## src/mem_macros.svh

```systemverilog
// shared widths and latency for the cache to memory path
// the owner pipe and the memory bank both read MEM_LATENCY, so change it here only
// addresses are word addresses; bits above MEM_DEPTH_W are not stored
`ifndef MEM_MACROS_SVH
`define MEM_MACROS_SVH

// word address width seen by both caches
`define MEM_ADDR_W 16

// data word width
`define MEM_DATA_W 16

// cycles from an accepted read to its response
`define MEM_LATENCY 4

// stored address bits by default, 1024 words
`define MEM_DEPTH_W 10

`endif
```

## src/mem_port_pkg.sv

```systemverilog
// requester identity shared by arbiter, router and checker
// encoding follows the older two-bit owner code, 0 means no owner
package mem_port_pkg;

    // owner of a transaction on the shared memory
    typedef enum logic [1:0] {
        PORT_NONE = 2'd0,
        // instruction cache, read only
        PORT_I    = 2'd1,
        // data cache, reads and writes
        PORT_D    = 2'd2
    } port_id_e;

endpackage

```

## src/mem_bus_pkg.sv

```systemverilog
// bus transaction types between the caches and the memory
// mem_bus_pkg refers to mem_port_pkg, so compile that one first
`include "mem_macros.svh"

package mem_bus_pkg;

    // request from one cache
    // the instruction cache only reads, so its write bit is always 0
    typedef struct packed {
        logic                   write;
        logic [`MEM_ADDR_W-1:0] addr;
        logic [`MEM_DATA_W-1:0] wdata;
    } cache_req_t;

    // request after arbitration, as the bank and the router see it
    typedef struct packed {
        // high only for a request that was accepted this cycle
        logic                   enable;
        logic                   write;
        logic [`MEM_ADDR_W-1:0] addr;
        logic [`MEM_DATA_W-1:0] wdata;
        // winner of the arbitration, PORT_NONE when idle
        mem_port_pkg::port_id_e owner;
    } mem_req_t;

endpackage

```

## src/mem_rsp_router.sv

```systemverilog
// steers the shared read valid to the cache that issued the read
// owner pipe has MEM_LATENCY stages to stay aligned with mem_bank_4c
// no back-pressure, a cache must take its response in that cycle
`timescale 1ns/1ps
`include "mem_macros.svh"

module mem_rsp_router (
    input  logic                  clk,
    input  logic                  rst_n,
    input  mem_bus_pkg::mem_req_t mem_req,
    input  logic                  rd_valid,
    output logic                  i_rsp_valid,
    output logic                  d_rsp_valid
);

    localparam int LAT = `MEM_LATENCY;

    mem_port_pkg::port_id_e owner_pipe [LAT];
    mem_port_pkg::port_id_e owner_in;
    mem_port_pkg::port_id_e owner_out;

    // writes and idle cycles carry no owner, they produce no response
    assign owner_in = (mem_req.enable && !mem_req.write) ? mem_req.owner
                                                         : mem_port_pkg::PORT_NONE;

    always_ff @(posedge clk) begin
        if (!rst_n) begin
            for (int i = 0; i < LAT; i++) begin
                owner_pipe[i] <= mem_port_pkg::PORT_NONE;
            end
        end else begin
            owner_pipe[0] <= owner_in;
            for (int i = 1; i < LAT; i++) begin
                owner_pipe[i] <= owner_pipe[i-1];
            end
        end
    end

    // last stage lines up with rd_valid from the bank
    assign owner_out = owner_pipe[LAT-1];

    assign i_rsp_valid = rd_valid && (owner_out == mem_port_pkg::PORT_I);
    assign d_rsp_valid = rd_valid && (owner_out == mem_port_pkg::PORT_D);

endmodule

```

## config.mk

```make
export PLATFORM = sky130hd
export DESIGN_NAME = mem_rsp_router
export DESIGN_NICKNAME = d
export VERILOG_FILES = /design/src/mem_port_pkg.sv /design/src/mem_bus_pkg.sv /design/src/mem_rsp_router.sv
export VERILOG_INCLUDE_DIRS = /design/src
export SDC_FILE = /design/constraint.sdc
export NUM_CORES = 1
export LEC_CHECK = 0
export ABC_AREA = 1
export ABC_CLOCK_PERIOD_IN_PS = 1150
export BUFFER_PORTS_ARGS = -buffer_cell sky130_fd_sc_hd__buf_2
export CAP_MARGIN = 20
export CORE_AREA = 2 2 39 41
export DETAILED_ROUTE_END_ITERATION = 12
export DIE_AREA = 0 0 41 43
export PLACE_DENSITY = 0.64
export SKIP_LAST_GASP = 1
export SLEW_MARGIN = 40
export SYNTH_ARGS = -nofsm -noshare
export SYNTH_HDL_FRONTEND = slang
export SYNTH_SLANG_ARGS = --single-unit
```

## constraint.sdc

```tcl
create_clock -name clk -period 1.15 [get_ports clk]
set_clock_uncertainty 0.15 [all_clocks]
set_input_delay 0.2875 -clock clk [delete_from_list [all_inputs] [get_ports clk]]
set_output_delay 0.2875 -clock clk [all_outputs]
set_load 0.05 [all_outputs]
```

==> qor.csv <==
stage,metric,value,unit
setup_path,worst r2r src,owner_pipe[0][3],
setup_path,Critical Path RT,0.71,ns
synth,ranking of synthesized cells by area,"dfxtp_1 64%, inv_1 14%, nand2_1 12%",
detailed_routing,DRT iter0 DRCs,1,
synth,post-synthesis average cell area,8.300,µm²
clock_tree,clk root buf,clkbuf_4,
sta,WHS,0.09602,ns
die,Core ar.,1384,µm²
sta,Worst Tran Pin Value,0.1281,ns
synth,top cell type by total area after synthesis,dfxtp_1,
setup_path,Max Fanout on Critical Path,2,
clock_tree,Clock Sinks,8,
synth,Yosys Warn Count,0,
hold_path,HP Class,in -> reg,
sta,Slew headroom,0.9146,
setup_path,Worst R2R Setup Slack,0.51,ns
sta,period utilization,1.150,
hold_path,Hold Path Origin,mem_req[1],
final_layout,"commonest non-fill, non-tap cell in the layout",inv_1,
final_layout,area delta synth->final,41.21,%
setup_path,Setup Crit Path Kind,reg -> out,
setup_path,CP max stage cell,dfxtp_2,
die,Row Count,14,
sta,final setup fails,2,
placed_design,I/O Buffers,8,
sta,Final Hold Viols,0,
final_layout,Final nets,82,
synth,post-synthesis sequential area ratio,0.6432,
global_route,first-pass GRT wire length,627,µm
die,Starting Density,0.1799,
clock_tree,TritonCTS buffer count,3,
setup_path,Worst EP arrival,0.89,ns
run_status,status,"finished, violations left",
final_layout,Largest Register,owner_pipe,
final_layout,share of layout cells above drive strength 1,0.3902,
clock_tree,post-CTS setup buffer count,0,
setup_path,Worst setup SP type,flop,
global_route,pin count of the biggest net entering global routing,8,
final_layout,Largest regs,owner_pipe (8),
die,die area,1763,µm²
placed_design,hpwl dp,233.6,µm
detailed_routing,via-per-instance ratio,3.474,
global_route,GR Overflow Total,0,
detailed_routing,WL/cell,6.053,µm
global_route,initial antenna violation count,0,
setup_path,"slowest stage delay, CP",0.33,ns
synth,Yosys top cell area share,0.6432,
placed_design,# placed instances,54,
setup_path,crit-path cells,nand2_1 > nor2_2 > buf_6,
clock_tree,clk buf depth,2,
synth,Mapped Area,249.0,µm²
setup_path,crit end category,output port,
detailed_routing,Post-route DRC,0,
placed_design,RD Place Congestion,0.5195,
clock_tree,CTS H-tree depth,1,
clock_tree,Clock Latency Late Sink,0.25,ns
die,DIE WIDTH,41,µm
detailed_routing,routed wire length,345,µm
power_and_ir_drop,Cell Pwr Density,1465,nW/µm²
power_and_ir_drop,Tot Pwr,0.5150,mW
synth,synth unique cells,5,
detailed_routing,Initial DRT Pass Iterations,3,
global_route,Tot GR Track Use,0.06426,
sta,final slew viol count,0,
die,Die Ht,43,µm
power_and_ir_drop,"IR drop worst, VDD",0.7970,mV
sta,worst setup margin,-0.1727,ns
final_layout,"commonest non-fill, non-tap cells in the layout","9 x inv_1, 8 x nand2_1, 6 x buf_2, 6 x dfxtp_1, 3 x clkbuf_4",
final_layout,Antenna Cells,0,
power_and_ir_drop,Leak,0.2088,nW
sta,RSZ-0062 raised after global routing,yes,
final_layout,max FFs per register,8,
setup_path,Worst Setup SP,owner_pipe[0][6],
final_layout,fin util,0.2541,
die,IO Pins,41,
run_status,failing checks,negative setup slack,
synth,Mapped Cells,30,
synth,Syn Nets,69,
detailed_routing,remaining antenna violation count,0,
clock_tree,CTS tree,done,
clock_tree,"Reg clk slew, reported paths",0.05,ns
sta,post-layout min period,1.323,ns
final_layout,fin cells,57,
sta,maximum operating frequency,756.1,MHz
detailed_routing,vias after detailed routing,198,
global_route,vias in the first global route,173,
flow_run,Max-Cap Viols,0,
synth,Synth Register Bits,8,
-- path summary, 6_finish.rpt --
| check | end | cells after the start |
|---|---|---|
| setup / recovery | i_rsp_valid | 3 |
| hold / removal | owner_pipe[0][1] | 3 |
| hold reg to reg | owner_pipe[0][6] | 2 |
| setup reg to reg | owner_pipe[0][5] | 2 |
-- repair_timing --
item / CTS / global route
hold buffers: 0 / 0
endpoints found under the setup margin: 2 / 2
endpoints found under the hold margin: 0 / 0
gates resized for setup: 6 / 0
-- area by class of cell --
cell class	instances	area, µm²
tap	16	20.02
timing repair buffer	8	52.55
inverter	9	33.78
fill	149	1032
sequential	8	162.7
clock buffer	3	22.52
multi-input combinational	13	60.06
-- metrics by stage --
stage	worst slack [ns]	area, µm²	TNS, ns
detailed placement	-0.03911	314.1	-0.07546
finish	-0.1727	351.6	-0.3366
CTS	-0.1805	351.6	-0.3565
floorplan	-0.08218	254.0	-0.1644
global route	-0.2667	351.6	-0.5175
global placement	-0.03221	314.1	-0.06301
-- where the power goes --
part	switching (mW)	internal, mW	total, mW
logic	0.0107	0.0106	0.0213
clock network	0.0918	0.119	0.211
registers	0.00109	0.282	0.283
-- critical path: cells and delay by family, from the launching register on --
kind | cells | cell delay (ns)
flops | 1 | 0.33
buf+inv | 1 | 0.16
simple gates | 2 | 0.15
-- cell families (layout without fill, tap and decap cells) --
| family | count (synthesis) | in the layout | share of synthesized area |
|---|---|---|---|
| AND/OR/NAND/NOR | 13 | 13 | 0.2211 |
| buffers and inverters | 9 | 20 | 0.1357 |
| flip-flops | 8 | 8 | 0.6432 |
-- Yosys cell counts --
cell type and n:
inv_1 9, dfxtp_1 8, nand2_1 8, nor2_1 4
nand3_2 1
-- per-layer routing --
metal | share of wire | up-vias | track usage
met3 | 0.21 | 2 | 0.09424
met1 | 0.34 | 80 | 0.05145
met2 | 0.43 | 12 | 0.07500
met4 | 0.017 | 0 | 0.04000
met5 | 0 | - | 0
li1 | - | 104 | -
(Power assumes the default switching activity.)
