==> src/mem_macros.svh <==
// shared widths and latency for the cache to memory path
// the owner pipe and the memory bank both read MEM_LATENCY, so change it here only
// addresses are word addresses; bits above MEM_DEPTH_W are not stored
`ifndef MEM_MACROS_SVH
`define MEM_MACROS_SVH

// word address width seen by both caches
`define MEM_ADDR_W 16

// data word width
`define MEM_DATA_W 16

// cycles from an accepted read to its response
`define MEM_LATENCY 4

// stored address bits by default, 1024 words
`define MEM_DEPTH_W 10

`endif
==> src/mem_port_pkg.sv <==
// requester identity shared by arbiter, router and checker
// encoding follows the older two-bit owner code, 0 means no owner
package mem_port_pkg;

    // owner of a transaction on the shared memory
    typedef enum logic [1:0] {
        PORT_NONE = 2'd0,
        // instruction cache, read only
        PORT_I    = 2'd1,
        // data cache, reads and writes
        PORT_D    = 2'd2
    } port_id_e;

endpackage

==> src/mem_bus_pkg.sv <==
// bus transaction types between the caches and the memory
// mem_bus_pkg refers to mem_port_pkg, so compile that one first
`include "mem_macros.svh"

package mem_bus_pkg;

    // request from one cache
    // the instruction cache only reads, so its write bit is always 0
    typedef struct packed {
        logic                   write;
        logic [`MEM_ADDR_W-1:0] addr;
        logic [`MEM_DATA_W-1:0] wdata;
    } cache_req_t;

    // request after arbitration, as the bank and the router see it
    typedef struct packed {
        // high only for a request that was accepted this cycle
        logic                   enable;
        logic                   write;
        logic [`MEM_ADDR_W-1:0] addr;
        logic [`MEM_DATA_W-1:0] wdata;
        // winner of the arbitration, PORT_NONE when idle
        mem_port_pkg::port_id_e owner;
    } mem_req_t;

endpackage

==> src/mem_arbiter.sv <==
// fixed priority arbiter, data cache always wins over instruction cache
// no fairness, the instruction port starves while d_req_valid stays high
// readies stay low during reset and for one cycle after it is released
`timescale 1ns/1ps

module mem_arbiter (
    input  logic                   clk,
    input  logic                   rst_n,
    input  logic                   i_req_valid,
    input  logic [15:0]            i_addr,
    input  logic                   d_req_valid,
    input  mem_bus_pkg::cache_req_t d_req,
    output logic                   i_req_ready,
    output logic                   d_req_ready,
    output mem_bus_pkg::mem_req_t  mem_req
);

    // design counts as running from the first edge that sees rst_n high
    logic run_q;
    logic d_acc;
    logic i_acc;

    always_ff @(posedge clk) begin
        if (!rst_n) begin
            run_q <= 1'b0;
        end else begin
            run_q <= 1'b1;
        end
    end

    // data side is never held off once running
    assign d_req_ready = rst_n && run_q;
    // instruction side waits while any data request is pending
    assign i_req_ready = rst_n && run_q && !d_req_valid;

    assign d_acc = d_req_valid && d_req_ready;
    assign i_acc = i_req_valid && i_req_ready;

    always_comb begin
        mem_req = '0;
        mem_req.owner = mem_port_pkg::PORT_NONE;
        if (d_acc) begin
            mem_req.enable = 1'b1;
            mem_req.write  = d_req.write;
            mem_req.addr   = d_req.addr;
            mem_req.wdata  = d_req.wdata;
            mem_req.owner  = mem_port_pkg::PORT_D;
        end else if (i_acc) begin
            // instruction fetch, never a write
            mem_req.enable = 1'b1;
            mem_req.addr   = i_addr;
            mem_req.owner  = mem_port_pkg::PORT_I;
        end
    end

endmodule

==> config.mk <==
export PLATFORM = sky130hd
export DESIGN_NAME = mem_arbiter
export DESIGN_NICKNAME = d
export VERILOG_FILES = /design/src/mem_port_pkg.sv /design/src/mem_bus_pkg.sv /design/src/mem_arbiter.sv
export VERILOG_INCLUDE_DIRS = /design/src
export SDC_FILE = /design/constraint.sdc
export NUM_CORES = 1
export LEC_CHECK = 0
export BUFFER_PORTS_ARGS = -buffer_cell sky130_fd_sc_hd__buf_2
export CAP_MARGIN = 40
export CORE_MARGIN = 4
export CORE_UTILIZATION = 27
export DETAILED_ROUTE_END_ITERATION = 8
export PLACE_DENSITY_LB_ADDON = 0.3
export SETUP_SLACK_MARGIN = 0.4
export SLEW_MARGIN = 5
export SYNTH_ARGS = -nofsm -noshare
export SYNTH_HDL_FRONTEND = slang
export SYNTH_SLANG_ARGS = --single-unit
==> constraint.sdc <==
create_clock -name clk -period 1.1 [get_ports clk]
set_input_delay 0 -clock clk [delete_from_list [all_inputs] [get_ports clk]]
set_output_delay 0 -clock clk [all_outputs]
set_load 0.02 [all_outputs]
==> summary.txt, run 1 <==
Status
  • Status: complete, no violations

Power and ir drop
  • Peak VDD IR: about 0.44 mV
  • Clock power share: 0%
  • Power per cell area: 359 nW/um2
  • Combinational Power Share: roughly 92%
  • Sw frac: a little under half
  • Int Power: 0.297 mW
  • Switching power total: between 0.2 and 0.3 mW
  • Leakage: around 0.70 nW
  • Reg power frac: 7.9%

Global routing
  • Pin count of the biggest net entering global routing: 40
  • First-pass GRT wire length: 4.46 mm
  • Tot GR Track Use: 21.4%
  • Initial antenna violation count: 0
  • Vias in the first global route: approximately 1000
  • Global route overflow: 0

STA
  • Final Setup Violations: 0
  • Achievable Freq: around 1100 MHz
  • RSZ-0062 raised after global routing: yes
  • Slew @ Worst Pin: 316 ps
  • Hold Vio Cnt, Final: 0
  • Crit path time final: 889 ps
  • Max_slew headroom: approximately four fifths
  • Pins Over Slew Limit: 0
  • Setup TNS: 0 ps
  • Tcrit/Tclk final: 80.8%

Synth
  • Complex-gate fraction of the synthesized area: between 10% and 20%
  • FF+latch count, synth: 1
  • Synth cell types: 15
  • Synth Area in XOR/XNOR: 0%
  • Mapped cell area: around 520 um2
  • Syn avg cell area: 6.23 um2
  • Largest family of logic cells by synthesized area: simple AND/OR/NAND/NOR gates
  • Seq/Total Area, Yosys: roughly 3.8%
  • Adder-Cell Fraction of Synth Area: 0%
  • Synth Instances: 84
  • Net count after synthesis: 137
  • Post-Synth Simple-Gate Area: about two thirds
  • Mux cell area share after synthesis: 0%
  • Synth warn: 0

Hold path
  • Hold Path Origin: rst_n
  • Hold WC Path Type: primary input to flop
  • Hold path depth: 1
  • Hold endpoint: run_q$_DFF_P_

Finish
  • Commonest non-fill, non-tap cells in the layout: buf_2 (52), buf_6 (40), and2_4 (17)
  • Layout Nets: approximately 230
  • Filler cells: 87
  • Finished Core Util: between 80% and 90%
  • Reg area: 23.8 um2
  • N_diodes: 0
  • Commonest non-fill, non-tap cell in the layout: buf_2
  • Largest register FFs: 1
  • Area of the multi-input gates: 699 um2
  • Biggest regs: run_q x1
  • Layout area overhead: 194%
  • Share of cells above drive strength 1: between 80% and 90%
  • Largest Register: run_q

Critical path
  • CP Max Fanout: 8
  • Kind of critical path: flop to output port
  • Worst setup SP type: flop
  • CP max stage delay: about 380 ps
  • Critical path capture point type: output port
  • Worst endpoint required time: ~1100 ps
  • Crit path DAT: approximately 900 ps
  • Slowest cell on the critical path: dfxtp_4
  • Worst path cell trace: nand2_8 -> buf_12 -> a21oi_4 -> buf_6

Floorplanning
  • Initial Util: between 20 and 30%
  • Die area: roughly 2700 um2
  • Core Region: about 1800 um2
  • Num rows: 15
  • Die height: 52.0 um
  • Die Wd: between 50 and 60 um
  • Io pins: 91

Drt
  • WL final: between 3 and 4 mm
  • Initial DRC count: 8
  • Total number of vias: 974
  • DRC: 0
  • Avg Vias per Cell: about 5.0
  • Final ANT Viol Nets: 0
  • WL/cell: 15.3 um
  • Drt first pass iters: 4

Clock network
  • Clock transition at path regs: 0 ps
  • CTS Hold Bufs: 0

Place
  • DP HPWL: about 1.9 mm
  • Routability-driven placement congestion ratio: approximately 0.66
  • Port Buffer Count: 90

Run
  • Max cap viols: 0
[cell type report]
type / count / share of cell area [%]
sequential: 1 / 1.54
tap: 25 / 2.03
multi-input combinational: 74 / 45.4
inverter: 1 / 0.407
timing repair buffer: 95 / 50.6
[logic make-up after synthesis]
family	count (synthesis)
AO/OA/AOI/OAI	16
buffers and inverters	12
flip-flops	1
AND/OR/NAND/NOR	55
[cells in the mapped netlist]
library cell  number  share of area [%]
clkbuf_1           3                2.2
nand2_1           17                 12
buf_4              1                1.4
nor2_1             3                2.2
inv_1              1               0.72
buf_8              1                2.9
and2_4             9                 15
nand3b_1          16                 23
and3_4             1                2.2
buf_6              2                4.3
dfxtp_1            1                3.8
nor3b_1            1                1.4
a21oi_1           16                 15
buf_2              4                3.8
and2_1             8                9.6
[routing by layer]
layer	routed length, um	GRT usage, %	vias up
li1	-	-	458
met2	1750	43.5	52
met1	991	22.5	458
met4	63	4.80	0
met5	0	0	-
met3	200	2.58	6
[worst max path at each step]
| stage | start | endpoint | slack (ps) | depth (start not counted) |
|---|---|---|---|---|
| CTS | run_q$_DFF_P_ | mem_req[18] | 220 | 4 |
| detailed placement | run_q$_DFF_P_ | mem_req[5] | 170 | 3 |
| floorplan | run_q$_DFF_P_ | mem_req[10] | 250 | 4 |
| global route | run_q$_DFF_P_ | mem_req[27] | 170 | 4 |
| finish | run_q$_DFF_P_ | mem_req[27] | 210 | 4 |
| global placement | run_q$_DFF_P_ | mem_req[7] | 220 | 3 |
[worst max-delay path, delay by kind of cell, from the launching register on]
family	cells	cell delay [ps]
flip-flops	1	380
buffers and inverters	2	290
AO/OA/AOI/OAI	1	120
AND/OR/NAND/NOR	1	90
[per-stage QoR]
step | setup WS (ps) | hold slack (ps) | area (um2) | std cells | power [mW]
finish | 211 | 240 | 1540 | 196 | 0.552
CTS | 223 | 237 | 1520 | 195 | 0.539
floorplan | 252 | 27.7 | 754 | 84 | 0.297
global route | 174 | 255 | 1540 | 196 | 0.586
global placement | 218 | 143 | 1200 | 191 | 0.429
detailed placement | 173 | 147 | 1200 | 191 | 0.439
[what timing repair did]
action                                  in CTS  in global routing
setup buffers                                0                  1
pin swaps                                    6                  3
endpoints found under the setup margin      38                 38
hold endpoints to repair                     0                  0
resized for setup                           89                  6
gates cloned                                 4                  0
[power by group through the flow]
stage / logic, mW / registers (mW) / clock network (mW)
6_report: 0.509 / 0.0434 / 0
3_5_place_dp: 0.399 / 0.0406 / 0
3_3_place_gp: 0.388 / 0.0405 / 0
2_1_floorplan: 0.257 / 0.0401 / 0
4_1_cts: 0.496 / 0.0431 / 0
5_1_grt: 0.542 / 0.0440 / 0
Power figures use the tool's default switching activity.
==> run 2: changes to the inputs <==
--- a/config.mk
+++ b/config.mk
@@ -9,7 +9,7 @@
 export BUFFER_PORTS_ARGS = -buffer_cell sky130_fd_sc_hd__buf_2
 export CAP_MARGIN = 40
 export CORE_MARGIN = 4
-export CORE_UTILIZATION = 27
+export CORE_UTILIZATION = 24
 export DETAILED_ROUTE_END_ITERATION = 8
 export PLACE_DENSITY_LB_ADDON = 0.3
 export SETUP_SLACK_MARGIN = 0.4
==> constraint.sdc (replaced) <==
create_clock -name clk -period 0.8 [get_ports clk]
set_input_delay 0 -clock clk [delete_from_list [all_inputs] [get_ports clk]]
set_output_delay 0 -clock clk [all_outputs]
set_load 0.02 [all_outputs]
==> summary.txt, run 2 (same netlist as run 1, synthesis figures left out) <==
Drt
  • WL final: 3.04 mm (was 3.01 mm)
  • DRC: 0 (unchanged)
  • WL/cell: 15.0 um (was 15.3 um)
  • Highest routed metal layer: met4 (unchanged)
  • Avg Vias per Cell: 4.67 (was 4.97)
  • WL met2: 1.87 mm (was 1.75 mm)
  • Final ANT Viol Nets: 0 (unchanged)
  • Total number of vias: 948 (was 974)
  • Initial DRC count: 5 (was 8)
  • M1 WL: 955 um (was 991 um)
  • Met3 WL: 163 um (was 200 um)
  • Drt first pass iters: 2 (was 4)

Power and ir drop
  • Sw frac: 45.0% (was 46.2%)
  • Power per cell area: 493 nW/um2 (was 359 nW/um2)
  • Switching power total: 0.353 mW (was 0.255 mW)
  • Combinational Power Share: 92.4% (was 92.1%)
  • Reg power frac: 7.6% (was 7.9%)
  • Clock power share: 0% (about the same)
  • Total power: 0.786 mW (was 0.552 mW)
  • Int Power: 0.432 mW (was 0.297 mW)
  • Peak VDD IR: 0.449 mV (was 0.439 mV)
  • Leakage: 0.727 nW (was 0.697 nW)

Finish
  • Layout Nets: 231 (was 226)
  • Largest register FFs: 1 (unchanged)
  • Largest Register: run_q (unchanged)
  • Layout area overhead: 205% (was 194%)
  • Commonest non-fill, non-tap cells in the layout: buf_2 (52), buf_6 (41), and2_4 (17) (was buf_2 (52), buf_6 (40), and2_4 (17))
  • Biggest regs: run_q x1 (unchanged)
  • Commonest non-fill, non-tap cell in the layout: buf_2 (unchanged)
  • N_diodes: 0 (unchanged)
  • Finished Core Util: 78.8% (was 86.3%)
  • Filler cells: 156 (was 87)
  • Share of cells above drive strength 1: 81.3% (was 80.7%)

Critical path
  • CP Max Fanout: 6 (was 8)
  • Slowest cell on the critical path: dfxtp_4 (unchanged)
  • Kind of critical path: flop to output port (unchanged)
  • Worst endpoint required time: 800 ps (was 1100 ps)
  • Cell depth of the worst setup path: 4 (unchanged)
  • Critical path capture point type: output port (unchanged)
  • Worst setup SP type: flop (unchanged)
  • Worst path cell trace: nand2_8 -> buf_12 -> a21oi_4 -> buf_6 (unchanged)
  • Crit path DAT: 890 ps (about the same)
  • Delay-heaviest family, CP: flip-flops (unchanged)
  • CP Buf/Inv Count: 2 (unchanged)
  • CP max stage delay: 380 ps (about the same)

Floorplanning
  • Num rows: 16 (was 15)
  • Die Wd: 54.7 um (was 52.0 um)
  • Die height: 54.7 um (was 52.0 um)
  • Die area: 2990 um2 (was 2710 um2)
  • Initial Util: 25.9% (was 29.3%)
  • Core Region: 2020 um2 (was 1780 um2)
  • Io pins: 91 (unchanged)

STA
  • Max_slew headroom: 87.7% (was 78.9%)
  • Tcrit/Tclk final: 111%
  • PnR worst setup slack: -91.2 ps (was 211 ps)
  • Achievable Freq: between 1000 and 1500 MHz
  • Setup TNS: -2180 ps (was 0 ps)
  • Hold Vio Cnt, Final: 0 (unchanged)
  • Final Setup Violations: 36 (was 0)
  • Hold slack: 236 ps (was 240 ps)
  • Slew @ Worst Pin: 184 ps (was 316 ps)
  • Pins Over Slew Limit: 0 (unchanged)
  • RSZ-0062 raised after global routing: yes (unchanged)
  • Crit path time final: approximately 890 ps

Place
  • DP HPWL: 2.02 mm (was 1.90 mm)
  • Port Buffer Count: 90 (unchanged)
  • Routability-driven placement congestion ratio: 0.641 (was 0.662)
  • Post-place setup slack: -131 ps (was 173 ps)

Hold path
  • Hold WC Path Type: primary input to flop (unchanged)
  • Hold path depth: 1 (unchanged)
  • Hold Path Origin: rst_n (unchanged)
  • Hold endpoint: run_q$_DFF_P_ (unchanged)

Global routing
  • First-pass GRT wire length: 4.11 mm (was 4.46 mm)
  • Initial antenna violation count: 0 (unchanged)
  • Tot GR Track Use: 18.5% (was 21.4%)
  • Vias in the first global route: 940 (was 996)
  • Pin count of the biggest net entering global routing: 30 (was 40)
  • Global route overflow: 0 (unchanged)

Clock network
  • CTS Hold Bufs: 0 (unchanged)
  • Clock transition at path regs: 0 ps (about the same)

Status
  • Failing checks: negative setup slack
  • Status: finished with violations (was complete, no violations)

Run
  • Max cap viols: 0 (unchanged)
[run 2: timing repair]
item / in CTS / in global routing
cloned: 4 / 0
gates resized for setup: 83 / 12
endpoints found under the setup margin: 38 / 38
pin swaps: 8 / 2
setup buffers: 0 / 1
[run 2: how the worst max path moves through the flow]
stage / from / end / slack (ps)
after floorplan: run_q$_DFF_P_ / mem_req[10] / -50
after global placement: run_q$_DFF_P_ / mem_req[29] / -100
after detailed placement: run_q$_DFF_P_ / mem_req[5] / -130
after CTS: run_q$_DFF_P_ / mem_req[19] / -90
after global routing: run_q$_DFF_P_ / mem_req[19] / -110
final: run_q$_DFF_P_ / mem_req[23] / -90
[run 2: stage by stage]
| stage | instance area (um2) | instances |
|---|---|---|
| 2_1_floorplan | 754 | 84 |
| 3_3_place_gp | 1250 | 198 |
| 3_5_place_dp | 1250 | 198 |
| 4_1_cts | 1550 | 202 |
| 5_1_grt | 1590 | 203 |
| 6_report | 1590 | 203 |
[run 2: per-layer routing]
layer	vias to the layer above	GRT usage, %
met5	-	0
met4	0	4.15
met3	4	0.272
met2	35	40.6
met1	439	18.3
li1	470	-
[run 2: power groups by stage]
stage	Sequential (mW)	Combinational [mW]	Clock [mW]
floorplan	0.0552	0.353	0
CTS	0.0592	0.706	0
detailed placement	0.0560	0.577	0
finish	0.0594	0.726	0
global route	0.0597	0.771	0
global placement	0.0557	0.563	0
[run 2: area by class of cell]
cell class	count	area, um2	share of cell area [%]
timing repair buffer	100	832	52.2
sequential	1	23.8	1.49
inverter	1	3.75	0.236
tap	27	33.8	2.12
multi-input combinational	74	699	43.9
==> run 3: changes to the inputs <==
--- a/config.mk
+++ b/config.mk
@@ -9,7 +9,7 @@
 export BUFFER_PORTS_ARGS = -buffer_cell sky130_fd_sc_hd__buf_2
 export CAP_MARGIN = 40
 export CORE_MARGIN = 4
-export CORE_UTILIZATION = 24
+export CORE_UTILIZATION = 27
 export DETAILED_ROUTE_END_ITERATION = 8
 export PLACE_DENSITY_LB_ADDON = 0.3
 export SETUP_SLACK_MARGIN = 0.4
==> constraint.sdc (replaced) <==
create_clock -name clk -period 0.95 [get_ports clk]
set_input_delay 0 -clock clk [delete_from_list [all_inputs] [get_ports clk]]
set_output_delay 0 -clock clk [all_outputs]
set_load 0.02 [all_outputs]
==> summary.txt, run 3 (same netlist as run 1, synthesis figures left out) <==
Clock network
  • Clock transition at path regs: 0 ps (about the same)
  • CTS Hold Bufs: 0 (unchanged)
  • Post-CTS Setup Bufs: 0 (unchanged)

STA
  • RSZ-0062 raised after global routing: yes (unchanged)
  • Crit path time final: 903 ps
  • Slew @ Worst Pin: 312 ps (was 184 ps)
  • Setup TNS: 0 ps (was -2180 ps)
  • Tcrit/Tclk final: between 90 and 100%
  • PnR worst setup slack: 46.9 ps (was -91.2 ps)
  • Max_slew headroom: 79.2% (was 87.7%)
  • Hold Vio Cnt, Final: 0 (unchanged)
  • Final Setup Violations: 0 (was 36)
  • Pins Over Slew Limit: 0 (unchanged)
  • Achievable Freq: between 1000 and 1500 MHz

Drt
  • WL final: 2.61 mm (was 3.04 mm)
  • Met3 WL: 224 um (was 163 um)
  • WL met2: 1.45 mm (was 1.87 mm)
  • M1 WL: 935 um (was 955 um)
  • DRC: 0 (unchanged)
  • Drt first pass iters: 4 (was 2)
  • Highest routed metal layer: met3 (was met4)
  • Final ANT Viol Nets: 0 (unchanged)
  • WL/cell: 13.4 um (was 15.0 um)
  • Initial DRC count: 4 (was 5)
  • Total number of vias: 895 (was 948)
  • Avg Vias per Cell: 4.61 (was 4.67)

Critical path
  • Kind of critical path: flop to output port (unchanged)
  • Crit path DAT: 900 ps (was 890 ps)
  • Worst setup SP type: flop (unchanged)
  • CP Max Fanout: 7 (was 6)
  • Worst endpoint required time: 950 ps (was 800 ps)
  • Critical path capture point type: output port (unchanged)

Power and ir drop
  • Clock power share: 0% (about the same)
  • Power per cell area: 422 nW/um2 (was 493 nW/um2)
  • Peak VDD IR: 0.396 mV (was 0.449 mV)
  • Leakage: 0.668 nW (was 0.727 nW)
  • Int Power: 0.303 mW (was 0.432 mW)
  • Switching power total: 0.272 mW (was 0.353 mW)
  • Reg power frac: 8.2% (was 7.6%)
  • Sw frac: 47.3% (was 45.0%)
  • Combinational Power Share: 91.8% (was 92.4%)

Global routing
  • Pin count of the biggest net entering global routing: 24 (was 30)
  • First-pass GRT wire length: 3.95 mm (was 4.11 mm)
  • Global route overflow: 0 (unchanged)
  • Tot GR Track Use: 18.6% (was 18.5%)
  • Vias in the first global route: 878 (was 940)
  • Initial antenna violation count: 0 (unchanged)

Finish
  • Commonest non-fill, non-tap cell in the layout: buf_2 (unchanged)
  • N_diodes: 0 (unchanged)
  • Layout Nets: 224 (was 231)
  • Largest register FFs: 1 (unchanged)
  • Largest Register: run_q (unchanged)
  • Layout area overhead: 161% (was 205%)
  • Share of cells above drive strength 1: 79.9% (was 81.3%)
  • Biggest regs: run_q x1 (unchanged)
  • Commonest non-fill, non-tap cells in the layout: buf_2 (67), nand2_1 (16), nand3b_1 (16), a21oi_4 (16), buf_6 (15) (was buf_2 (52), buf_6 (41), and2_4 (17))

Place
  • Routability-driven placement congestion ratio: 0.647 (was 0.641)
  • Port Buffer Count: 90 (unchanged)
  • DP HPWL: 1.94 mm (was 2.02 mm)
  • Post-place setup slack: 40.0 ps (was -131 ps)

Floorplanning
  • Core Region: 1780 um2 (was 2020 um2)
  • Die area: 2710 um2 (was 2990 um2)
  • Initial Util: 29.3% (was 25.9%)
  • Io pins: 91 (unchanged)
  • Die Wd: 52.0 um (was 54.7 um)
  • Die height: 52.0 um (was 54.7 um)
  • Num rows: 15 (was 16)

Run
  • Max cap viols: 0 (unchanged)

Hold path
  • Hold endpoint: run_q$_DFF_P_ (unchanged)
  • Hold WC Path Type: primary input to flop (unchanged)
  • Hold Path Origin: rst_n (unchanged)
  • Hold path depth: 1 (unchanged)

Status
  • Status: complete, no violations (was finished with violations)
-- run 3: cell count changes in the layout (fill, tap and decap cells not counted), moves of 2 or more --
cell / previous run / this run
and2_2: 0 / 8
buf_6: 41 / 15
and2_4: 17 / 9
buf_2: 52 / 67
buf_4: 3 / 10
and3_4: 4 / 2
-- run 3: how the worst max path moves through the flow --
stage | endpoint | depth (start not counted) | startpoint | slack [ps]
final | mem_req[0] | 4 | run_q$_DFF_P_ | 50
after global routing | mem_req[34] | 3 | run_q$_DFF_P_ | 20
after CTS | mem_req[0] | 4 | run_q$_DFF_P_ | 40
after detailed placement | mem_req[2] | 3 | run_q$_DFF_P_ | 40
after global placement | mem_req[0] | 4 | run_q$_DFF_P_ | 70
after floorplan | mem_req[10] | 4 | run_q$_DFF_P_ | 100
-- run 3: timing repair --
item | 4_1_cts | 5_1_grt
pin swaps | 1 | 2
cloned | 2 | 0
resized for setup | 41 | 1
endpoints found under the setup margin | 38 | 38
-- run 3: layout make-up --
type | instances | area, um2
Fill cell | 134 | 419
Sequential cell | 1 | 23.8
Timing Repair Buffer | 95 | 647
Tap cell | 25 | 31.3
Inverter | 1 | 3.75
Multi-Input combinational cell | 72 | 658
-- run 3: power groups by stage --
stage,combinational (mW),sequential [mW],clock (mW)
after floorplan,0.297,0.0464,0
after global placement,0.452,0.0469,0
after detailed placement,0.465,0.0470,0
after CTS,0.527,0.0472,0
after global routing,0.566,0.0475,0
final,0.528,0.0474,0
-- run 3: worst max-delay path, cell delays in order (launching register included) --
cell and delay, ps:
dfxtp_4 350, nand2_4 80, buf_12 160, nor3b_4 170, buf_6 140
-- run 3: per-layer routing --
metal  vias to the layer above  global-route usage [%]
met2                        46                    39.1
met1                       402                    20.1
met4                         0                       0
met5                         -                       0
li1                        447                       -
met3                         0                    2.58
-- run 3: per-stage QoR --
| stage | power [mW] | hold WS [ps] | util, % | cells | instance area, um2 |
|---|---|---|---|---|---|
| after global placement | 0.499 | 141 | 67.5 | 192 | 1200 |
| final | 0.576 | 195 | 76.5 | 194 | 1360 |
| after CTS | 0.574 | 193 | 76.3 | 194 | 1360 |
| after detailed placement | 0.512 | 144 | 67.5 | 192 | 1200 |
| after global routing | 0.614 | 202 | 76.5 | 194 | 1360 |
| after floorplan | 0.344 | 27.7 | - | 84 | 754 |
